==> config.mk <==
export PLATFORM = sky130hd
export DESIGN_NAME = aq32_periph_top
export DESIGN_NICKNAME = d
export VERILOG_FILES = /design/src/aq32_bus_pkg.sv /design/src/aq32_periph_pkg.sv /design/src/bus_decode.sv /design/src/mtime_timer.sv /design/src/key_buffer.sv /design/src/video_regs.sv /design/src/audio_mixer.sv /design/src/aq32_periph_top.sv
export VERILOG_INCLUDE_DIRS = /design/src /design/src/src
export SDC_FILE = /design/constraint.sdc
export NUM_CORES = 1
export LEC_CHECK = 0
export BUFFER_PORTS_ARGS = -buffer_cell sky130_fd_sc_hd__buf_2
export CAP_MARGIN = 0
export CELL_PAD_IN_SITES_DETAIL_PLACEMENT = 1
export CELL_PAD_IN_SITES_GLOBAL_PLACEMENT = 1
export CORE_MARGIN = 2
export CORE_UTILIZATION = 50
export CTS_CLUSTER_DIAMETER = 50
export DETAILED_ROUTE_END_ITERATION = 8
export GPL_ROUTABILITY_DRIVEN = 0
export GPL_TIMING_DRIVEN = 0
export PLACE_DENSITY_LB_ADDON = 0.15
export SKIP_CTS_REPAIR_TIMING = 1
export SLEW_MARGIN = 20
export SYNTH_ARGS = -nofsm -noshare
export SYNTH_HDL_FRONTEND = slang
export SYNTH_SLANG_ARGS = --single-unit
==> constraint.sdc <==
create_clock -name clk -period 29.8 [get_ports clk]
set_input_delay 5.96 -clock clk [delete_from_list [all_inputs] [get_ports clk]]
set_output_delay 5.96 -clock clk [all_outputs]
set_load 0.005 [all_outputs]
==> src/aq32_consts.svh <==
`ifndef AQ32_CONSTS_SVH
`define AQ32_CONSTS_SVH

////////////////////////////////////////
// Timing
////////////////////////////////////////

// Clocks per 1 ms tick at 25.175 MHz
`define AQ32_TICK_DIV 25175

// Keyboard FIFO entries as a power of two
`define AQ32_KBBUF_DEPTH 16

////////////////////////////////////////
// Address map
////////////////////////////////////////

`define AQ32_ADDR_KEYBUF 32'h0000_2010
// Eight words
`define AQ32_ADDR_VIDEO 32'h0000_2040
// Four words
`define AQ32_ADDR_TIMER 32'h0000_2080

// Audio clamp limits
`define AQ32_SAMPLE_MAX 16'h7FFF
`define AQ32_SAMPLE_MIN 16'h8000

`endif

==> src/aq32_bus_pkg.sv <==
`default_nettype none

package aq32_bus_pkg;

    // Master side of a Wishbone classic cycle
    typedef struct packed {
        logic        cyc;
        logic        stb;
        logic        we;
        logic [3:0]  sel;
        logic [31:0] adr;
        logic [31:0] dat_w;
    } wb_req_t;

    typedef struct packed {
        logic        ack;
        logic [31:0] dat_r;
    } wb_rsp_t;

    // One accept pulse per peripheral
    typedef struct packed {
        logic keybuf;
        logic video;
        logic timer;
    } periph_sel_t;

endpackage

`default_nettype wire

==> src/aq32_periph_pkg.sv <==
`default_nettype none

package aq32_periph_pkg;

    // Flags ordered as vctrl bits 7..0
    typedef struct packed {
        logic       bm_wrap;
        logic       layer2_enable;
        logic       sprites_enable;
        logic       gfx_tilemode;
        logic       gfx_enable;
        logic       text_priority;
        logic       text_mode80;
        logic       text_enable;
        logic [8:0] l1_scrx;
        logic [7:0] l1_scry;
        logic [8:0] l2_scrx;
        logic [7:0] l2_scry;
        logic [8:0] irqline;
    } video_cfg_t;

    typedef struct packed {
        logic signed [15:0] left;
        logic signed [15:0] right;
    } stereo_t;

    typedef struct packed {
        logic        valid;
        logic [15:0] data;
    } key_entry_t;

    typedef struct packed {
        logic timer;
        logic keybuf;
    } irq_t;

endpackage

`default_nettype wire

==> src/bus_decode.sv <==
`timescale 1ns/1ps
`default_nettype none

`include "aq32_consts.svh"

module bus_decode (
    input  logic                      clk,
    input  logic                      reset,
    input  aq32_bus_pkg::wb_req_t     wb_req,
    output aq32_bus_pkg::wb_rsp_t     wb_rsp,
    output aq32_bus_pkg::periph_sel_t sel,
    input  logic [31:0]               keybuf_rdata,
    input  logic [31:0]               video_rdata,
    input  logic [31:0]               timer_rdata
);
    import aq32_bus_pkg::*;

    wb_rsp_t     rsp_q;
    logic        accept;
    logic        hit_keybuf;
    logic        hit_video;
    logic        hit_timer;
    logic [31:0] rdata_mux;

    // No new acceptance while ack is out, so every cycle gets one ack
    assign accept = wb_req.cyc && wb_req.stb && !rsp_q.ack;

    // Block compares with low bits masked by block size
    assign hit_keybuf = {wb_req.adr[31:2], 2'b0} == `AQ32_ADDR_KEYBUF;
    assign hit_video  = {wb_req.adr[31:5], 5'b0} == `AQ32_ADDR_VIDEO;
    assign hit_timer  = {wb_req.adr[31:4], 4'b0} == `AQ32_ADDR_TIMER;

    assign sel.keybuf = accept && hit_keybuf;
    assign sel.video  = accept && hit_video;
    assign sel.timer  = accept && hit_timer;

    always_comb begin
        rdata_mux = '0;
        if (hit_keybuf) begin
            rdata_mux = keybuf_rdata;
        end else if (hit_video) begin
            rdata_mux = video_rdata;
        end else if (hit_timer) begin
            rdata_mux = timer_rdata;
        end
    end

    ////////////////////////////////////////
    // Acknowledge and read data
    ////////////////////////////////////////
    always_ff @(posedge clk or posedge reset) begin
        if (reset) begin
            rsp_q <= '0;
        end else begin
            rsp_q.ack <= accept;
            // Unmapped addresses fall through to zero
            if (accept) begin
                rsp_q.dat_r <= rdata_mux;
            end
        end
    end

    assign wb_rsp = rsp_q;

endmodule

`default_nettype wire

==> src/mtime_timer.sv <==
`timescale 1ns/1ps
`default_nettype none

`include "aq32_consts.svh"

module mtime_timer #(
    parameter int unsigned TICK_DIV = `AQ32_TICK_DIV
) (
    input  logic                  clk,
    input  logic                  reset,
    input  aq32_bus_pkg::wb_req_t wb_req,
    input  logic                  sel_timer,
    output logic [31:0]           rdata,
    output logic                  irq_timer
);
    localparam int CNT_W = (TICK_DIV > 1) ? $clog2(TICK_DIV) : 1;

    logic [CNT_W-1:0] tick_cnt_q;
    logic             tick_q;
    logic [63:0]      mtime_q;
    logic [63:0]      mtimecmp_q;
    logic             irq_q;
    logic             wr;

    assign wr = sel_timer && wb_req.we;

    // 1 ms tick pulse one cycle after the wrap
    always_ff @(posedge clk or posedge reset) begin
        if (reset) begin
            tick_cnt_q <= '0;
            tick_q     <= 1'b0;
        end else begin
            tick_q <= 1'b0;
            if (tick_cnt_q == CNT_W'(TICK_DIV - 1)) begin
                tick_cnt_q <= '0;
                tick_q     <= 1'b1;
            end else begin
                tick_cnt_q <= tick_cnt_q + 1'b1;
            end
        end
    end

    always_ff @(posedge clk or posedge reset) begin
        if (reset) begin
            mtime_q    <= '0;
            mtimecmp_q <= '0;
            irq_q      <= 1'b0;
        end else begin
            // Bus write wins over the tick
            if (wr && !wb_req.adr[3]) begin
                if (wb_req.adr[2]) mtime_q[63:32] <= wb_req.dat_w;
                else               mtime_q[31:0]  <= wb_req.dat_w;
            end else if (tick_q) begin
                mtime_q <= mtime_q + 64'd1;
            end

            if (wr && wb_req.adr[3]) begin
                if (wb_req.adr[2]) mtimecmp_q[63:32] <= wb_req.dat_w;
                else               mtimecmp_q[31:0]  <= wb_req.dat_w;
            end

            irq_q <= (mtimecmp_q <= mtime_q);
        end
    end

    always_comb begin
        case (wb_req.adr[3:2])
            2'd0:    rdata = mtime_q[31:0];
            2'd1:    rdata = mtime_q[63:32];
            2'd2:    rdata = mtimecmp_q[31:0];
            default: rdata = mtimecmp_q[63:32];
        endcase
    end

    assign irq_timer = irq_q;

endmodule

`default_nettype wire

==> src/key_buffer.sv <==
`timescale 1ns/1ps
`default_nettype none

`include "aq32_consts.svh"

module key_buffer (
    input  logic                        clk,
    input  logic                        reset,
    input  aq32_periph_pkg::key_entry_t key_in,
    input  aq32_bus_pkg::wb_req_t       wb_req,
    input  logic                        sel_keybuf,
    output logic [31:0]                 rdata,
    output logic                        not_empty
);
    localparam int DEPTH = `AQ32_KBBUF_DEPTH;
    localparam int PTR_W = $clog2(DEPTH);

    logic [15:0]    mem [DEPTH];
    logic [PTR_W-1:0] wr_ptr_q;
    logic [PTR_W-1:0] rd_ptr_q;
    logic [PTR_W:0]   count_q;
    logic           empty;
    logic           full;
    logic           push;
    logic           pop;
    logic           clear;

    assign empty = (count_q == '0);
    assign full  = (count_q == (PTR_W+1)'(DEPTH));

    // Keys arriving while full are lost
    assign push  = key_in.valid && !full;
    assign pop   = sel_keybuf && !wb_req.we && !empty;
    assign clear = sel_keybuf && wb_req.we;

    always_ff @(posedge clk) begin
        if (push) begin
            mem[wr_ptr_q] <= key_in.data;
        end
    end

    always_ff @(posedge clk or posedge reset) begin
        if (reset) begin
            wr_ptr_q <= '0;
            rd_ptr_q <= '0;
            count_q  <= '0;
        end else if (clear) begin
            wr_ptr_q <= '0;
            rd_ptr_q <= '0;
            count_q  <= '0;
        end else begin
            if (push) wr_ptr_q <= wr_ptr_q + 1'b1;
            if (pop)  rd_ptr_q <= rd_ptr_q + 1'b1;
            if (push && !pop)      count_q <= count_q + 1'b1;
            else if (pop && !push) count_q <= count_q - 1'b1;
        end
    end

    // Empty flag on top and head entry below
    assign rdata     = {empty, 15'b0, empty ? 16'h0000 : mem[rd_ptr_q]};
    assign not_empty = !empty;

endmodule

`default_nettype wire

==> src/video_regs.sv <==
`timescale 1ns/1ps
`default_nettype none

module video_regs (
    input  logic                        clk,
    input  logic                        reset,
    input  aq32_bus_pkg::wb_req_t       wb_req,
    input  logic                        sel_video,
    output logic [31:0]                 rdata,
    output aq32_periph_pkg::video_cfg_t cfg
);
    import aq32_periph_pkg::*;

    video_cfg_t cfg_q;
    logic [7:0] vctrl;

    assign vctrl = {cfg_q.bm_wrap, cfg_q.layer2_enable, cfg_q.sprites_enable,
                    cfg_q.gfx_tilemode, cfg_q.gfx_enable, cfg_q.text_priority,
                    cfg_q.text_mode80, cfg_q.text_enable};

    always_ff @(posedge clk or posedge reset) begin
        if (reset) begin
            cfg_q <= '0;
        end else if (sel_video && wb_req.we) begin
            case (wb_req.adr[4:2])
                3'd0: {cfg_q.bm_wrap, cfg_q.layer2_enable, cfg_q.sprites_enable,
                       cfg_q.gfx_tilemode, cfg_q.gfx_enable, cfg_q.text_priority,
                       cfg_q.text_mode80, cfg_q.text_enable} <= wb_req.dat_w[7:0];
                3'd3: cfg_q.irqline <= wb_req.dat_w[8:0];
                3'd4: cfg_q.l1_scrx <= wb_req.dat_w[8:0];
                3'd5: cfg_q.l1_scry <= wb_req.dat_w[7:0];
                3'd6: cfg_q.l2_scrx <= wb_req.dat_w[8:0];
                3'd7: cfg_q.l2_scry <= wb_req.dat_w[7:0];
                default: ;
            endcase
        end
    end

    // Words 1 and 2 read as zero
    always_comb begin
        case (wb_req.adr[4:2])
            3'd0:    rdata = {24'b0, vctrl};
            3'd3:    rdata = {23'b0, cfg_q.irqline};
            3'd4:    rdata = {23'b0, cfg_q.l1_scrx};
            3'd5:    rdata = {24'b0, cfg_q.l1_scry};
            3'd6:    rdata = {23'b0, cfg_q.l2_scrx};
            3'd7:    rdata = {24'b0, cfg_q.l2_scry};
            default: rdata = '0;
        endcase
    end

    assign cfg = cfg_q;

endmodule

`default_nettype wire

==> src/audio_mixer.sv <==
`timescale 1ns/1ps
`default_nettype none

`include "aq32_consts.svh"

module audio_mixer (
    input  logic                     clk,
    input  logic                     reset,
    input  aq32_periph_pkg::stereo_t a,
    input  aq32_periph_pkg::stereo_t b,
    output aq32_periph_pkg::stereo_t mix
);
    import aq32_periph_pkg::*;

    stereo_t     mix_q;
    logic [16:0] sum_l;
    logic [16:0] sum_r;

    // Top two bits disagree on overflow
    function automatic logic [15:0] clamp(input logic [16:0] sum);
        logic [15:0] result;
        result = sum[15:0];
        if (sum[16:15] == 2'b01)      result = `AQ32_SAMPLE_MAX;
        else if (sum[16:15] == 2'b10) result = `AQ32_SAMPLE_MIN;
        return result;
    endfunction

    assign sum_l = {a.left[15], a.left} + {b.left[15], b.left};
    assign sum_r = {a.right[15], a.right} + {b.right[15], b.right};

    always_ff @(posedge clk or posedge reset) begin
        if (reset) begin
            mix_q <= '0;
        end else begin
            mix_q.left  <= clamp(sum_l);
            mix_q.right <= clamp(sum_r);
        end
    end

    assign mix = mix_q;

endmodule

`default_nettype wire

==> src/aq32_periph_top.sv <==
`timescale 1ns/1ps
`default_nettype none

`include "aq32_consts.svh"

module aq32_periph_top #(
    parameter int unsigned TICK_DIV = `AQ32_TICK_DIV
) (
    input  logic                         clk,
    input  logic                         reset,
    input  aq32_bus_pkg::wb_req_t        wb_req,
    output aq32_bus_pkg::wb_rsp_t        wb_rsp,
    input  aq32_periph_pkg::key_entry_t  key_in,
    input  aq32_periph_pkg::stereo_t     pcm_in,
    input  aq32_periph_pkg::stereo_t     fm_in,
    output aq32_periph_pkg::stereo_t     audio_out,
    output aq32_periph_pkg::video_cfg_t  video_cfg,
    output aq32_periph_pkg::irq_t        irq
);
    import aq32_bus_pkg::*;

    periph_sel_t sel;
    logic [31:0] keybuf_rdata;
    logic [31:0] video_rdata;
    logic [31:0] timer_rdata;
    logic        irq_timer;
    logic        irq_keybuf;

    assign irq = '{timer: irq_timer, keybuf: irq_keybuf};

    ////////////////////////////////////////
    // Bus side
    ////////////////////////////////////////
    bus_decode u_bus_decode (
        .clk          (clk),
        .reset        (reset),
        .wb_req       (wb_req),
        .wb_rsp       (wb_rsp),
        .sel          (sel),
        .keybuf_rdata (keybuf_rdata),
        .video_rdata  (video_rdata),
        .timer_rdata  (timer_rdata)
    );

    ////////////////////////////////////////
    // Peripherals
    ////////////////////////////////////////
    mtime_timer #(
        .TICK_DIV (TICK_DIV)
    ) u_mtime_timer (
        .clk       (clk),
        .reset     (reset),
        .wb_req    (wb_req),
        .sel_timer (sel.timer),
        .rdata     (timer_rdata),
        .irq_timer (irq_timer)
    );

    key_buffer u_key_buffer (
        .clk        (clk),
        .reset      (reset),
        .key_in     (key_in),
        .wb_req     (wb_req),
        .sel_keybuf (sel.keybuf),
        .rdata      (keybuf_rdata),
        .not_empty  (irq_keybuf)
    );

    video_regs u_video_regs (
        .clk       (clk),
        .reset     (reset),
        .wb_req    (wb_req),
        .sel_video (sel.video),
        .rdata     (video_rdata),
        .cfg       (video_cfg)
    );

    audio_mixer u_audio_mixer (
        .clk   (clk),
        .reset (reset),
        .a     (pcm_in),
        .b     (fm_in),
        .mix   (audio_out)
    );

endmodule

`default_nettype wire

======== Word-level counts from Yosys, hierarchy flattened ========
Memory sizes are Yosys's and may differ from the RTL's.
Cells that the tools add are included.
operators by class
  add/subtract/negate cells ............... 8
  order comparisons ....................... 1
  eq/ne operators ......................... 18
  multiplexer cells ....................... 25
  bitwise gates (word level) .............. 1
  reduce and logical (&&, ||, !) cells .... 39
operator list
  cell                   count
  $mux 32                5
  $mux 64                2
  $pmux 32 s3            1
  $mux 16                5
  $add 64x1->64 const B  1
  $le 64x64->1           1
  $pmux 9 s6             1
  $add 16x16->17         2
  $eq 30x12->1 const B   1
  $eq 28x10->1 const B   1
  $eq 27x9->1 const B    1
  $reduce_and 2->1       10
  $mux 4                 4
  $add 15x1->15 const B  1
  $eq 15x15->1 const B   1
  $logic_and 1x1->1      15
  $mux 15                1
  $mux 5                 3
  $eq 3x3->1 const B     4
  $add 4x1->4 const B    2
  $logic_not 1->1        7
  $eq 2x1->1 const B     3
  $eq 2x2->1 const B     3
  $reduce_bool 2->1      3
  11 further kinds       14
storage, ports and cells
  register bits ........................... 274
  memory bits (writable) .................. 256
  bits of input ports ..................... 154
  logic and storage cells ................. 120
  memories kept ........................... 1
memory list
  memory            words  bits a word  read ports  clocked after Yosys merged registers in  write ports  RTL line          text
  u_key_buffer.mem  16     16           1           0                                        1            key_buffer.sv:18  logic [15:0] mem [DEPTH];

======== Logic depth before layout (Yosys ltp) ========
Gate-level depths: netlist of the first run.
  depth after elaboration ................. 9
  depth in mapped cells ................... 14
  gate-level depth less buffers ........... 13

======== Modules after synthesis ========
A second synthesis of the first run with hierarchy kept.
unflattened totals
  cell total of the unflattened synthesis .. 2,168
  area total of the unflattened synthesis .. 27,699.1 µm²
modules (own cells, without submodules)
  module           instances  cells each  area an instance (µm²)  sequential area each (µm²)
  key_buffer       1          536         10,885.4                8,012.7
  mtime_timer      1          958         9,485.3                 3,628.5
  audio_mixer      1          303         2,896.5                 800.8
  video_regs       1          194         2,581.2                 1,276.2
  bus_decode       1          175         1,835.5                 825.8
  aq32_periph_top  1          2           15.0                    0.0

======== Least setup slack after synthesis of the first run ========
OpenSTA, ideal clock, no wires.
  kind .................................... input-to-reg
  start ................................... in wb_req[47] in the netlist's numbering
  end ..................................... reg u_key_buffer.count_q[4]
  library setup time ...................... 0.078 ns
  arrival time ............................ 8.547 ns
  required time ........................... 29.722 ns
  slack ................................... 21.175 ns
  stages on the path ...................... 12
  path through ............................ nor4_1 nand4_1 nor4_1 nand3_1 ha_1 inv_1 ha_1 a21o_1 a21oi_1 xnor2_1 or3_1 a21oi_1
on the way
  word-level cells in the longest chain between the ends .. 8
RTL lines
  what                             RTL line               text
  from (decl)                      aq32_periph_top.sv:11  input aq32_bus_pkg::wb_req_t wb_req,
  $eq 30x12->1 (no source line) *  -
  $logic_and 1x1->1 *              bus_decode.sv:33       assign sel.keybuf = accept && hit_keybuf;
  $logic_and 1x1->1 (2 in a row)   key_buffer.sv:33       assign pop = sel_keybuf && !wb_req.we && !empty;
  $logic_not 1->1                  key_buffer.sv:54       if (push && !pop) count_q <= count_q + 1'b1;
  $logic_and 1x1->1                key_buffer.sv:54
  $mux 5                           key_buffer.sv:54
  $mux 5                           key_buffer.sv:47       end else if (clear) begin
  to (signal assigned)             key_buffer.sv:54
  to (signal assigned)             key_buffer.sv:55       else if (pop && !push) count_q <= count_q - 1'b1;
  to (decl)                        key_buffer.sv:21       logic [PTR_W:0] count_q;
Mark *: on every way between the ends. The rest lies on a longest branch, timed or not.
A chain may end at the register's enable or synchronous reset.

======== Final worst setup path of the first run ========
  start ................................... in wb_req[50] in the netlist's numbering
  end ..................................... reg u_key_buffer.count_q[4]
Same word-level chain as after synthesis.

==> results of run 1 <==
==> flip-flops by register name, summed over array words and instances (netlist names), 5 cells and up <==
name	count
u_key_buffer.mem	256
u_mtime_timer.mtime_q	64
u_mtime_timer.mtimecmp_q	64
u_video_regs.cfg	51
u_bus_decode.wb_rsp	33
u_audio_mixer.mix	32
u_mtime_timer.tick_cnt_q	15
u_key_buffer.count_q	5
==> power by group <==
part	internal, uW	total, uW	switching (uW)
logic	74.9	214	139
registers	825	844	19.2
clock network	518	856	338
==> metal layers <==
| layer | vias to the layer above | share of wire |
|---|---|---|
| li1 | 8619 | - |
| met1 | 10400 | 0.38 |
| met2 | 973 | 0.50 |
| met3 | 249 | 0.076 |
| met4 | 2 | 0.047 |
| met5 | - | 0.00013 |
==> through the flow <==
step / setup WS [ps] / cell area, sq um / hold WS (ps) / util
2_1_floorplan: 16290 / 26300 / 460 / -
3_3_place_gp: 12630 / 28500 / 446 / 0.544
3_5_place_dp: 19650 / 28800 / 457 / 0.550
4_1_cts: 20260 / 31100 / 467 / 0.595
5_1_grt: 20100 / 31100 / 496 / 0.595
6_report: 20280 / 31100 / 460 / 0.595
==> area by class of cell <==
cell class                 count  area, sq um
fill                        5356        21200
buffer                       106          465
inverter                      89          342
clock inverter                28          414
clock buffer                  97         1920
antenna                        8         20.0
timing repair buffer         271         1470
sequential                   530        14500
tap                          688          861
multi-input combinational   1354        11100
==> final timing paths <==
| path | slack [ps] | start | to |
|---|---|---|---|
| setup reg to reg | 26090 | u_bus_decode.wb_rsp[32]$_DFF_PP0_ | u_mtime_timer.mtime_q[60]$_DFFE_PP0P_ |
| max in group asynchronous | 22920 | reset | u_video_regs.cfg[14]$_DFFE_PP0P_ |
| hold reg to reg | 460 | u_bus_decode.wb_rsp[29]$_DFFE_PP0N_ | u_bus_decode.wb_rsp[29]$_DFFE_PP0N_ |
| min in group asynchronous | 5490 | reset | u_bus_decode.wb_rsp[22]$_DFFE_PP0N_ |
| setup / recovery | 20280 | wb_req[50] | u_key_buffer.count_q[4]$_DFFE_PP0P_ |
| hold / removal | 460 | u_bus_decode.wb_rsp[29]$_DFFE_PP0N_ | u_bus_decode.wb_rsp[29]$_DFFE_PP0N_ |
==> cell usage after synthesis (all sizes together) (28+ instances only) <==
| library cell | count |
|---|---|
| dfrtp | 274 |
| ha | 108 |
| o21ai | 89 |
| mux4 | 80 |
| inv | 88 |
| clkbuf | 67 |
| mux2i | 57 |
| edfxtp | 256 |
| nand4 | 47 |
| a21o | 44 |
| a211oi | 33 |
| buf | 39 |
| nor3 | 35 |
| nand2 | 123 |
| mux2 | 123 |
| nor2 | 142 |
| nand3 | 59 |
| a221oi | 28 |
| a21oi | 113 |
==> kinds of logic after synthesis <==
| logic type | after synthesis | synth area share |
|---|---|---|
| flip-flops | 530 | 0.552 |
| multiplexers | 260 | 0.143 |
| buffers and inverters | 195 | 0.0304 |
| AND/OR/NAND/NOR | 500 | 0.0955 |
| XOR/XNOR | 46 | 0.0153 |
| AO/OA/AOI/OAI | 419 | 0.103 |
| adder cells (fa/ha/maj) | 129 | 0.0604 |
==> worst min-delay path: cells and delay by family, from the launching register on <==
family           cells  cell delay (ps)
DFF                  1              330
and+or+nand+nor      2              100
==> results.cfg, run 1 <==
[die]
top_level_port_count = 272
rows = 84
initial_core_utilization = 0.503
design.die.area_sq_um = 54500
dieWidth_um = 234
die_h_um = 234
core-area_sq_um = 52300

[grt]
grt.overflow.total = 0
groute.layer.met3.usage = 0.0737
global_route.usage.total = 0.335
largest_net_degree_at_the_start_of_global_routing = 96
global_route.usage.met1 = 0.411
globalRouteMet2Util = 0.558
global_route_wire_length_before_repair_um = 135000
first_global_vias = 21600
grt_most_used_layer = met2
grt_antenna_before_repair = 9

[yosys]
ys.warnings.count = 0
netlist_area_sq_um = 26300
synthCells = 2079
synth_enable_flop_cells = 256
synth_top_cell_area_share = 0.292
netlist.top_cell.by_area = sky130_fd_sc_hd__edfxtp_1
postSynthAreaPerCell_sq_um = 12.7
synth-seq-area-share = 0.552
synth_cell_type_count = 76
dominantRegCellSynth = sky130_fd_sc_hd__dfrtp_1
top_cells_by_area_synth = sky130_fd_sc_hd__edfxtp_1, sky130_fd_sc_hd__dfrtp_1, sky130_fd_sc_hd__mux4_2
postSynthRegisterBits = 530
synth_async_sr_flop_share = 0.517
synth_nets = 2344

[clock_network]
clkLatencyLatePin_ps = 630
worst_setup_hold_path_clk_slew_ps = 60
clock_sink_count = 530
tritoncts = done
clock_tree.htree_level_count = 3
cts_made_buffers = 69
cts.root.buffer_cell = sky130_fd_sc_hd__clkbuf_16
clock_tree.buffer_depth = 3

[power_and_ir_drop]
peakVddDrop_v = 0.0000488
p_leak_uw = 0.0131
design_power_total_uw = 1910
power-per-cell-area_nw_per_um2 = 61.5

[setup_path]
r2r.worst_path.cells = 9
slowest_stage = sky130_fd_sc_hd__nor4_1
cp.arrival_ps = 10060
crit_path_max_incr_delay_ps = 900
worst-path-stages = 13
setup.worst_path.end_class = register
cell_chain_of_the_critical_path = buf_2 -> nor4_1 -> nand3_1 -> nor4_1 -> nand3_1 -> ha_1 -> inv_1 -> ha_1 -> a21o_1 -> a21oi_1 -> xnor2_1 -> or3_1 -> a21oi_1
critPathTopFamily = simple AND/OR/NAND/NOR gates
startpoint_class = input port
timing.critical_path.fanout_max = 7
setup.worst_path.class = input port to register
critPathRequiredTime_ps = 30340
path_buf_inv = 2

[timing]
final_hold_violation_count = 0
rsz0062_at_grt = false
highest_clock_frequency_the_design_can_meet_ghz = 0.105
final.period_utilization = 0.319
worst_slew_margin_rel = 0.279
fin_worst_skew_ps = 31.9
finalCriticalPeriod_ps = 9520
drv_slew = 0
worst_slew_pin_tran_ps = 1080
timing.setup.tns_ps = 0
finalSetupViolCount = 0

[cells_and_area]
design.final.nets = 2686
final_cell_mix = sky130_fd_sc_hd__dfrtp_1, sky130_fd_sc_hd__buf_2, sky130_fd_sc_hd__edfxtp_1, sky130_fd_sc_hd__nor2_1
most_common_cell_after_layout_fill_and_taps_aside = sky130_fd_sc_hd__dfrtp_1
post_route_cells_drive_above_1_share = 0.258
layout-area-overhead-vs-synth_pct = 18.2
final_standard_cell_count_with_taps_included_and_fillers_excluded = 3171

[status]
status = finished clean

[routing]
route.detailed.wl_per_inst_um = 28.7
totalWireLength_um = 91100
drt.antenna.violating_nets = 0
drcViolationCount = 0
drt_first_pass_iters = 7
dr_total_vias = 20200
drt_first_iter_violations = 1678
via_per_inst = 6.39

[worst_hold_path]
instance_count_along_the_most_critical_hold_path = 2
holdCritPathClass = register to register

[placement]
placed_cells_incl_taps = 3038
hpwl_um = 64400
number_of_port_buffers = 257

[job]
cap_violations = 0
Power figures use the tool's default switching activity.
==> inputs of run 2 (changes only) <==
--- a/config.mk
+++ b/config.mk
@@ -11,7 +11,7 @@
 export CELL_PAD_IN_SITES_DETAIL_PLACEMENT = 1
 export CELL_PAD_IN_SITES_GLOBAL_PLACEMENT = 1
 export CORE_MARGIN = 2
-export CORE_UTILIZATION = 50
+export CORE_UTILIZATION = 44
 export CTS_CLUSTER_DIAMETER = 50
 export DETAILED_ROUTE_END_ITERATION = 8
 export GPL_ROUTABILITY_DRIVEN = 0
==> constraint.sdc (replaced) <==
create_clock -name clk -period 8.6 [get_ports clk]
set_input_delay 1.72 -clock clk [delete_from_list [all_inputs] [get_ports clk]]
set_output_delay 1.72 -clock clk [all_outputs]
set_load 0.005 [all_outputs]
==> run 2 against run 1 <==
  * Worst hold slack better by 11 ps
  * Clock power rose to 3.4 times the previous value
  * Cell area is 0.87% higher
  * Largest power group unchanged
  * Core utilization down 6.4 points
  * Combinational power grew to 3.4 times the previous value
  * Critical path depth stayed put
  * Clock skew is 7.2 ps lower
  * Sequential share of layout area decreased by 0.40 points
  * Critical path type unchanged
  * Non-clock buffer count up 16
  * Register-to-register slack got worse by 21000 ps
  * The run now ends with design-rule violations left
  * Via count fell by 1.8%
==> results.cfg, run 2 (synthesis gave the netlist of run 1 again) <==
[status]
status = finished with violations
violations_in_the_final_reports = design-rule violations

[cells_and_area]
design.final.nets = 2703
post_route_cells_drive_above_1_share = 0.267
fillerInstances = 6111
final_cell_mix = sky130_fd_sc_hd__dfrtp_1, sky130_fd_sc_hd__buf_2, sky130_fd_sc_hd__edfxtp_1, sky130_fd_sc_hd__nor2_1
largest_registers = u_key_buffer.mem x256, u_mtime_timer.mtime_q x64, u_mtime_timer.mtimecmp_q x64
layout-area-overhead-vs-synth_pct = 19.3
max_flop_register = u_key_buffer.mem
most_common_cell_after_layout_fill_and_taps_aside = sky130_fd_sc_hd__dfrtp_1
largest_register_ffs = 256
final_core_util = 0.531

[clock_network]
cts_made_buffers = 70
cts.root.buffer_cell = sky130_fd_sc_hd__clkbuf_16
worst_setup_hold_path_clk_slew_ps = 60
clock_tree.htree_level_count = 3
clock_tree.buffer_depth = 3
clock_sink_count = 530
tritoncts = done
clkLatencyLatePin_ps = 610

[setup_path]
critPathTopFamily = simple AND/OR/NAND/NOR gates
timing.critical_path.fanout_max = 10
critPathRequiredTime_ps = 9110
setup.worst_path.end_class = register
setup.worst_path.class = input port to register
cell_chain_of_the_critical_path = buf_2 -> buf_1 -> nand3b_1 -> nor4_1 -> nand3_1 -> ha_1 -> inv_1 -> ha_1 -> a21o_1 -> a21oi_1 -> xnor2_1 -> or3_1 -> a21oi_1
crit_path_max_incr_delay_ps = 730
startpoint_class = input port
slowest_stage = sky130_fd_sc_hd__nor4_1
cp.arrival_ps = 5870
path_buf_inv = 3

[die]
die_h_um = 249
dieWidth_um = 249
initial_core_utilization = 0.445
core-area_sq_um = 59100
top_level_port_count = 272
design.die.area_sq_um = 61800
rows = 89

[job]
cap_violations = 0

[timing]
final_hold_violation_count = 0
finalCriticalPeriod_ps = 5360
drv_slew = 0
rsz0062_at_grt = false
timing.setup.tns_ps = 0
highest_clock_frequency_the_design_can_meet_ghz = 0.187
finalSetupViolCount = 0
worst_slew_pin_tran_ps = 1140
worst_slew_margin_rel = 0.220
final.period_utilization = 0.623
fin_worst_skew_ps = 24.7

[routing]
totalWireLength_um = 89400
dr_total_vias = 19900
via_per_inst = 6.08
drcViolationCount = 16
route.detailed.wl_per_inst_um = 27.4
drt_first_iter_violations = 1555
drt_first_pass_iters = 7
drt.antenna.violating_nets = 0

[grt]
first_global_vias = 21400
grt_antenna_before_repair = 2
global_route_wire_length_before_repair_um = 136000
grt.overflow.total = 0
largest_net_degree_at_the_start_of_global_routing = 33
global_route.usage.total = 0.290

[placement]
hpwl_um = 67100
number_of_port_buffers = 257

[power_and_ir_drop]
p_leak_uw = 0.0132
peakVddDrop_v = 0.000129
design_power_total_uw = 6590
power-per-cell-area_nw_per_um2 = 210

[worst_hold_path]
holdCritPathClass = register to register
==> run 2: final cells by class <==
cell class / count / area (sq um) / share of cell area
antenna: 3 / 7.51 / 0.000239
buffer: 106 / 465 / 0.0148
clock buffer: 88 / 1940 / 0.0619
clock inverter: 39 / 394 / 0.0125
inverter: 89 / 338 / 0.0108
multi-input combinational: 1354 / 11100 / 0.352
sequential: 530 / 14500 / 0.463
tap: 773 / 967 / 0.0308
timing repair buffer: 287 / 1700 / 0.0542
==> run 2: per-stage QoR <==
stage / hold slack (ps) / cell area [sq um] / worst slack (ps) / std cells
after CTS: 476 / 31400 / 3280 / 3266
final: 471 / 31400 / 3240 / 3269
after detailed placement: 462 / 29100 / 2650 / 3139
after floorplan: 460 / 26300 / 3260 / 2079
after global routing: 495 / 31400 / 3040 / 3267
after global placement: 447 / 28600 / 1270 / 3109
==> run 2: power breakdown <==
group / switching [uW] / leakage (uW) / internal (uW)
Combinational: 453 / 0.00622 / 271
Sequential: 67.9 / 0.00587 / 2860
Clock: 1170 / 0.00115 / 1770
Total: 1690 / 0.0132 / 4900
==> run 2: per-layer routing <==
layer,GRT usage,up-vias,share of wire
li1,-,8663,-
met1,0.377,10300,0.41
met2,0.484,722,0.49
met3,0.0567,168,0.067
met4,0.107,0,0.037
met5,0,-,0
==> run 2: path summary, 6_finish.rpt <==
kind,cells past startpoint,to,startpoint,slack [ps]
min reg2reg,2,u_bus_decode.wb_rsp[20]$_DFFE_PP0N_,u_bus_decode.wb_rsp[20]$_DFFE_PP0N_,470
max in group asynchronous,7,u_bus_decode.wb_rsp[12]$_DFFE_PP0N_,reset,6020
max,13,u_key_buffer.count_q[4]$_DFFE_PP0P_,wb_req[36],3240
min,2,u_bus_decode.wb_rsp[20]$_DFFE_PP0N_,u_bus_decode.wb_rsp[20]$_DFFE_PP0N_,470
max reg2reg,9,u_bus_decode.wb_rsp[4]$_DFFE_PP0N_,u_key_buffer.rd_ptr_q[1]$_DFFE_PP0P_,4840
min in group asynchronous,2,u_audio_mixer.mix[27]$_DFF_PP0_,reset,1160
==> run 2: worst register-to-register path, stage by stage (launching register included) <==
cell	delay, ps
sky130_fd_sc_hd__dfrtp_1	350
sky130_fd_sc_hd__clkbuf_1	560
sky130_fd_sc_hd__and2_1	230
sky130_fd_sc_hd__clkbuf_1	230
sky130_fd_sc_hd__clkbuf_1	530
sky130_fd_sc_hd__a221oi_1	250
sky130_fd_sc_hd__o21ai_0	220
sky130_fd_sc_hd__a21oi_1	130
sky130_fd_sc_hd__a2111oi_0	990
sky130_fd_sc_hd__nor2_1	80
==> inputs of run 3 (changes only) <==
--- a/config.mk
+++ b/config.mk
@@ -6,12 +6,13 @@
 export SDC_FILE = /design/constraint.sdc
 export NUM_CORES = 1
 export LEC_CHECK = 0
+export ABC_AREA = 1
 export BUFFER_PORTS_ARGS = -buffer_cell sky130_fd_sc_hd__buf_2
 export CAP_MARGIN = 0
 export CELL_PAD_IN_SITES_DETAIL_PLACEMENT = 1
 export CELL_PAD_IN_SITES_GLOBAL_PLACEMENT = 1
 export CORE_MARGIN = 2
-export CORE_UTILIZATION = 44
+export CORE_UTILIZATION = 45
 export CTS_CLUSTER_DIAMETER = 50
 export DETAILED_ROUTE_END_ITERATION = 8
 export GPL_ROUTABILITY_DRIVEN = 0
==> constraint.sdc (replaced) <==
create_clock -name clk -period 5.1 [get_ports clk]
set_input_delay 1.02 -clock clk [delete_from_list [all_inputs] [get_ports clk]]
set_output_delay 1.02 -clock clk [all_outputs]
set_load 0.005 [all_outputs]
==> run 3 against run 2 <==
  * The run now ends clean
  * Critical path depth is 5 higher
  * Cell count is 47% higher
  * Via count is 35% higher
  * First-iteration DRC count is 45% higher
  * Register-to-register slack worse by 3100 ps
  * Wire length is 22% higher
  * Setup slack worse by 2400 ps
  * Clock power is 83% higher
  * Non-clock buffer count is 19 higher
  * Sequential cell count stayed put
  * Core utilization is 0.75 points higher
  * Count of clock-buffer cells in the layout is 2 lower
  * Critical endpoint unchanged
  * Largest power group unchanged
==> results.cfg, run 3 <==
[clock_network]
cts.root.buffer_cell = sky130_fd_sc_hd__clkbuf_16
clock_tree.htree_level_count = 3
clock_sink_count = 530
clock_tree.buffer_depth = 3
clkLatencyLatePin_ps = 650
cts_made_buffers = 73
worst_setup_hold_path_clk_slew_ps = 60
tritoncts = done

[status]
status = finished clean

[yosys]
synthCells = 3522
synth-seq-area-share = 0.511
synth_adder_area_share = 0.0496
top_cells_by_area_synth = sky130_fd_sc_hd__edfxtp_1, sky130_fd_sc_hd__dfrtp_1, sky130_fd_sc_hd__nand2_1
ys_top_cells_by_count = sky130_fd_sc_hd__nand2_1, sky130_fd_sc_hd__nor2_1, sky130_fd_sc_hd__dfrtp_1
synth_most_common_cell = sky130_fd_sc_hd__nand2_1
synth_nets = 3787
postSynthRegisterBits = 530
netlist.top_cell.by_area = sky130_fd_sc_hd__edfxtp_1
ys.warnings.count = 0
netlist_area_sq_um = 28500
synth_simple_gate_area_frac = 0.281
postSynthAreaPerCell_sq_um = 8.08
dominantRegCellSynth = sky130_fd_sc_hd__dfrtp_1
synth_top_cell_area_share = 0.270
yosys.area_share.xor_xnor = 0.0117
synth_async_sr_flop_share = 0.517
synth_compound_area_frac = 0.0922
post_synth_mux_area_share = 0
synth_enable_flop_cells = 256
largest_family_of_logic_cells_by_synthesized_area = simple AND/OR/NAND/NOR gates
synth_cell_type_count = 47

[timing]
worst_slew_pin_tran_ps = 1090
worst_slew_margin_rel = 0.264
fin_worst_skew_ps = 32.2
final.period_utilization = 0.837
highest_clock_frequency_the_design_can_meet_ghz = 0.234
rsz0062_at_grt = false
finalSetupViolCount = 0
finalCriticalPeriod_ps = 4270
final_hold_violation_count = 0
drv_slew = 0
timing.setup.tns_ps = 0
hold_ws_ps = 342

[cells_and_area]
post_route_cells_drive_above_1_share = 0.121
multi_input_comb_area_sq_um = 12400
most_common_cell_after_layout_fill_and_taps_aside = sky130_fd_sc_hd__nand2_1
final_standard_cell_count_with_taps_included_and_fillers_excluded = 4792
final_cell_mix = sky130_fd_sc_hd__nand2_1, sky130_fd_sc_hd__nor2_1, sky130_fd_sc_hd__buf_2, sky130_fd_sc_hd__dfrtp_1, sky130_fd_sc_hd__inv_1
fillerInstances = 7743
largest_registers = u_key_buffer.mem x256, u_mtime_timer.mtime_q x64, u_mtime_timer.mtimecmp_q x64
stdcell_area_sq_um = 33900
design.final.nets = 4149
seqCellArea_sq_um = 14500
largest_register_ffs = 256
layout-area-overhead-vs-synth_pct = 19.0
max_flop_register = u_key_buffer.mem

[power_and_ir_drop]
p_int_uw = 8380
comb_power_share = 0.105
psw_uw = 3100
peakVddDrop_v = 0.000357
switching_share = 0.270
power-per-cell-area_nw_per_um2 = 339
p_leak_uw = 0.0154
clock_share_of_power = 0.467
seqPwrFrac = 0.427

[setup_path]
slowest_stage = sky130_fd_sc_hd__nor3_4
worst_setup_path_startpoint = wb_req[34]
setup.worst_path.end_class = register
crit_end = u_key_buffer.count_q[4]$_DFFE_PP0P_
startpoint_class = input port
r2r.worst_path.cells = 15
cell_chain_of_the_critical_path = buf_2 -> inv_1 -> nand2_1 -> nor2_1 -> buf_2 -> nand4_1 -> nor3_4 -> nand3_2 -> ha_1 -> inv_1 -> ha_1 -> a21oi_1 -> nand2_1 -> o21ai_0 -> a21oi_1 -> or2_2 -> nand3_1 -> inv_1
timing.critical_path.fanout_max = 10
r2r-end = u_key_buffer.count_q[4]$_DFFE_PP0P_
regToRegStartpoint = u_key_buffer.count_q[0]$_DFFE_PP0P_
crit_path_max_incr_delay_ps = 530
setup.worst_path.class = input port to register
regToRegSetupSlack_ps = 1700
critPathRequiredTime_ps = 5610
worst_path_most_repeated_cell = sky130_fd_sc_hd__inv_1
cp.arrival_ps = 4780

[routing]
drcViolationCount = 0
totalWireLength_um = 109000
drt_first_iter_violations = 2255
route.detailed.wl_per_inst_um = 22.8
drt.antenna.violating_nets = 0
dr_total_vias = 26800
drt_first_pass_iters = 9
via_per_inst = 5.59

[grt]
grt.overflow.total = 0
global_route_wire_length_before_repair_um = 166000
largest_net_degree_at_the_start_of_global_routing = 32
grt_antenna_before_repair = 3
global_route.usage.total = 0.332
first_global_vias = 27800

[placement]
dpl-instance-area_sq_um = 31300
hpwl_um = 81900
placed_cells_incl_taps = 4655
number_of_port_buffers = 264

[die]
initial_core_utilization = 0.453
die_h_um = 255
design.die.area_sq_um = 65300
rows = 92
core-area_sq_um = 62900
top_level_port_count = 272
dieWidth_um = 255

[worst_hold_path]
holdCritPathClass = input port to asynchronous set/reset pin

[job]
cap_violations = 0
run 3: kinds of logic (layout without fill, tap and decap cells):
group,after synthesis,after routing
AO/OA/AOI/OAI,472,472
buffers and inverters,403,825
AND/OR/NAND/NOR,1968,1968
other,0,2
flip-flops,530,530
XOR/XNOR,38,38
adder cells (fa/ha/maj),111,111
run 3: worst min-delay path by stage:
stage | to | slack [ps] | cells after the start
after global routing | u_video_regs.cfg[26]$_DFFE_PP0P_ | 340 | 2
final | u_video_regs.cfg[26]$_DFFE_PP0P_ | 340 | 2
after detailed placement | u_bus_decode.wb_rsp[7]$_DFFE_PP0N_ | 460 | 2
after floorplan | u_mtime_timer.tick_cnt_q[14]$_DFF_PP0_ | 440 | 1
after global placement | u_mtime_timer.tick_cnt_q[14]$_DFF_PP0_ | 460 | 1
after CTS | u_video_regs.cfg[26]$_DFFE_PP0P_ | 320 | 2
run 3: area by class of cell:
class                   instances  area share
multi-input cells            2589       0.367
flip-flops and latches        530       0.430
repair buffers                287      0.0501
plain buffers                 125      0.0154
clock inverters                49      0.0197
diodes                          2    0.000148
well taps                     846      0.0313
clock buffers                  86      0.0563
inverters                     278      0.0309
run 3: metrics by stage:
step	total power [uW]	util	setup WS [ps]
after floorplan	5580	-	457
after global placement	6060	0.491	-1630
after detailed placement	6190	0.498	228
after CTS	11500	0.539	897
after global routing	11900	0.539	583
final	11500	0.539	833
run 3: worst max-delay path: cells and delay by family:
family	cells	cell delay (ps)
adders and majority gates	2	600
AOI/OAI and AO/OA	3	380
buffers and inverters	5	770
and+or+nand+nor	8	2000
run 3: power by group through the flow:
stage	Sequential (uW)	Combinational, uW	Clock, uW
floorplan	4970	616	0
global placement	4980	1080	0
detailed placement	4990	1200	0
CTS	4910	1210	5430
global route	4930	1330	5600
finish	4910	1210	5370
run 3: routing by layer:
metal / part of all wire / up-vias / track usage / wire (um)
met5: 0 / - / 0 / 0
met4: 0.049 / 0 / 0.155 / 5390
met3: 0.056 / 271 / 0.0461 / 6120
met2: 0.49 / 889 / 0.559 / 53000
met1: 0.41 / 13300 / 0.423 / 44700
li1: - / 12300 / - / -
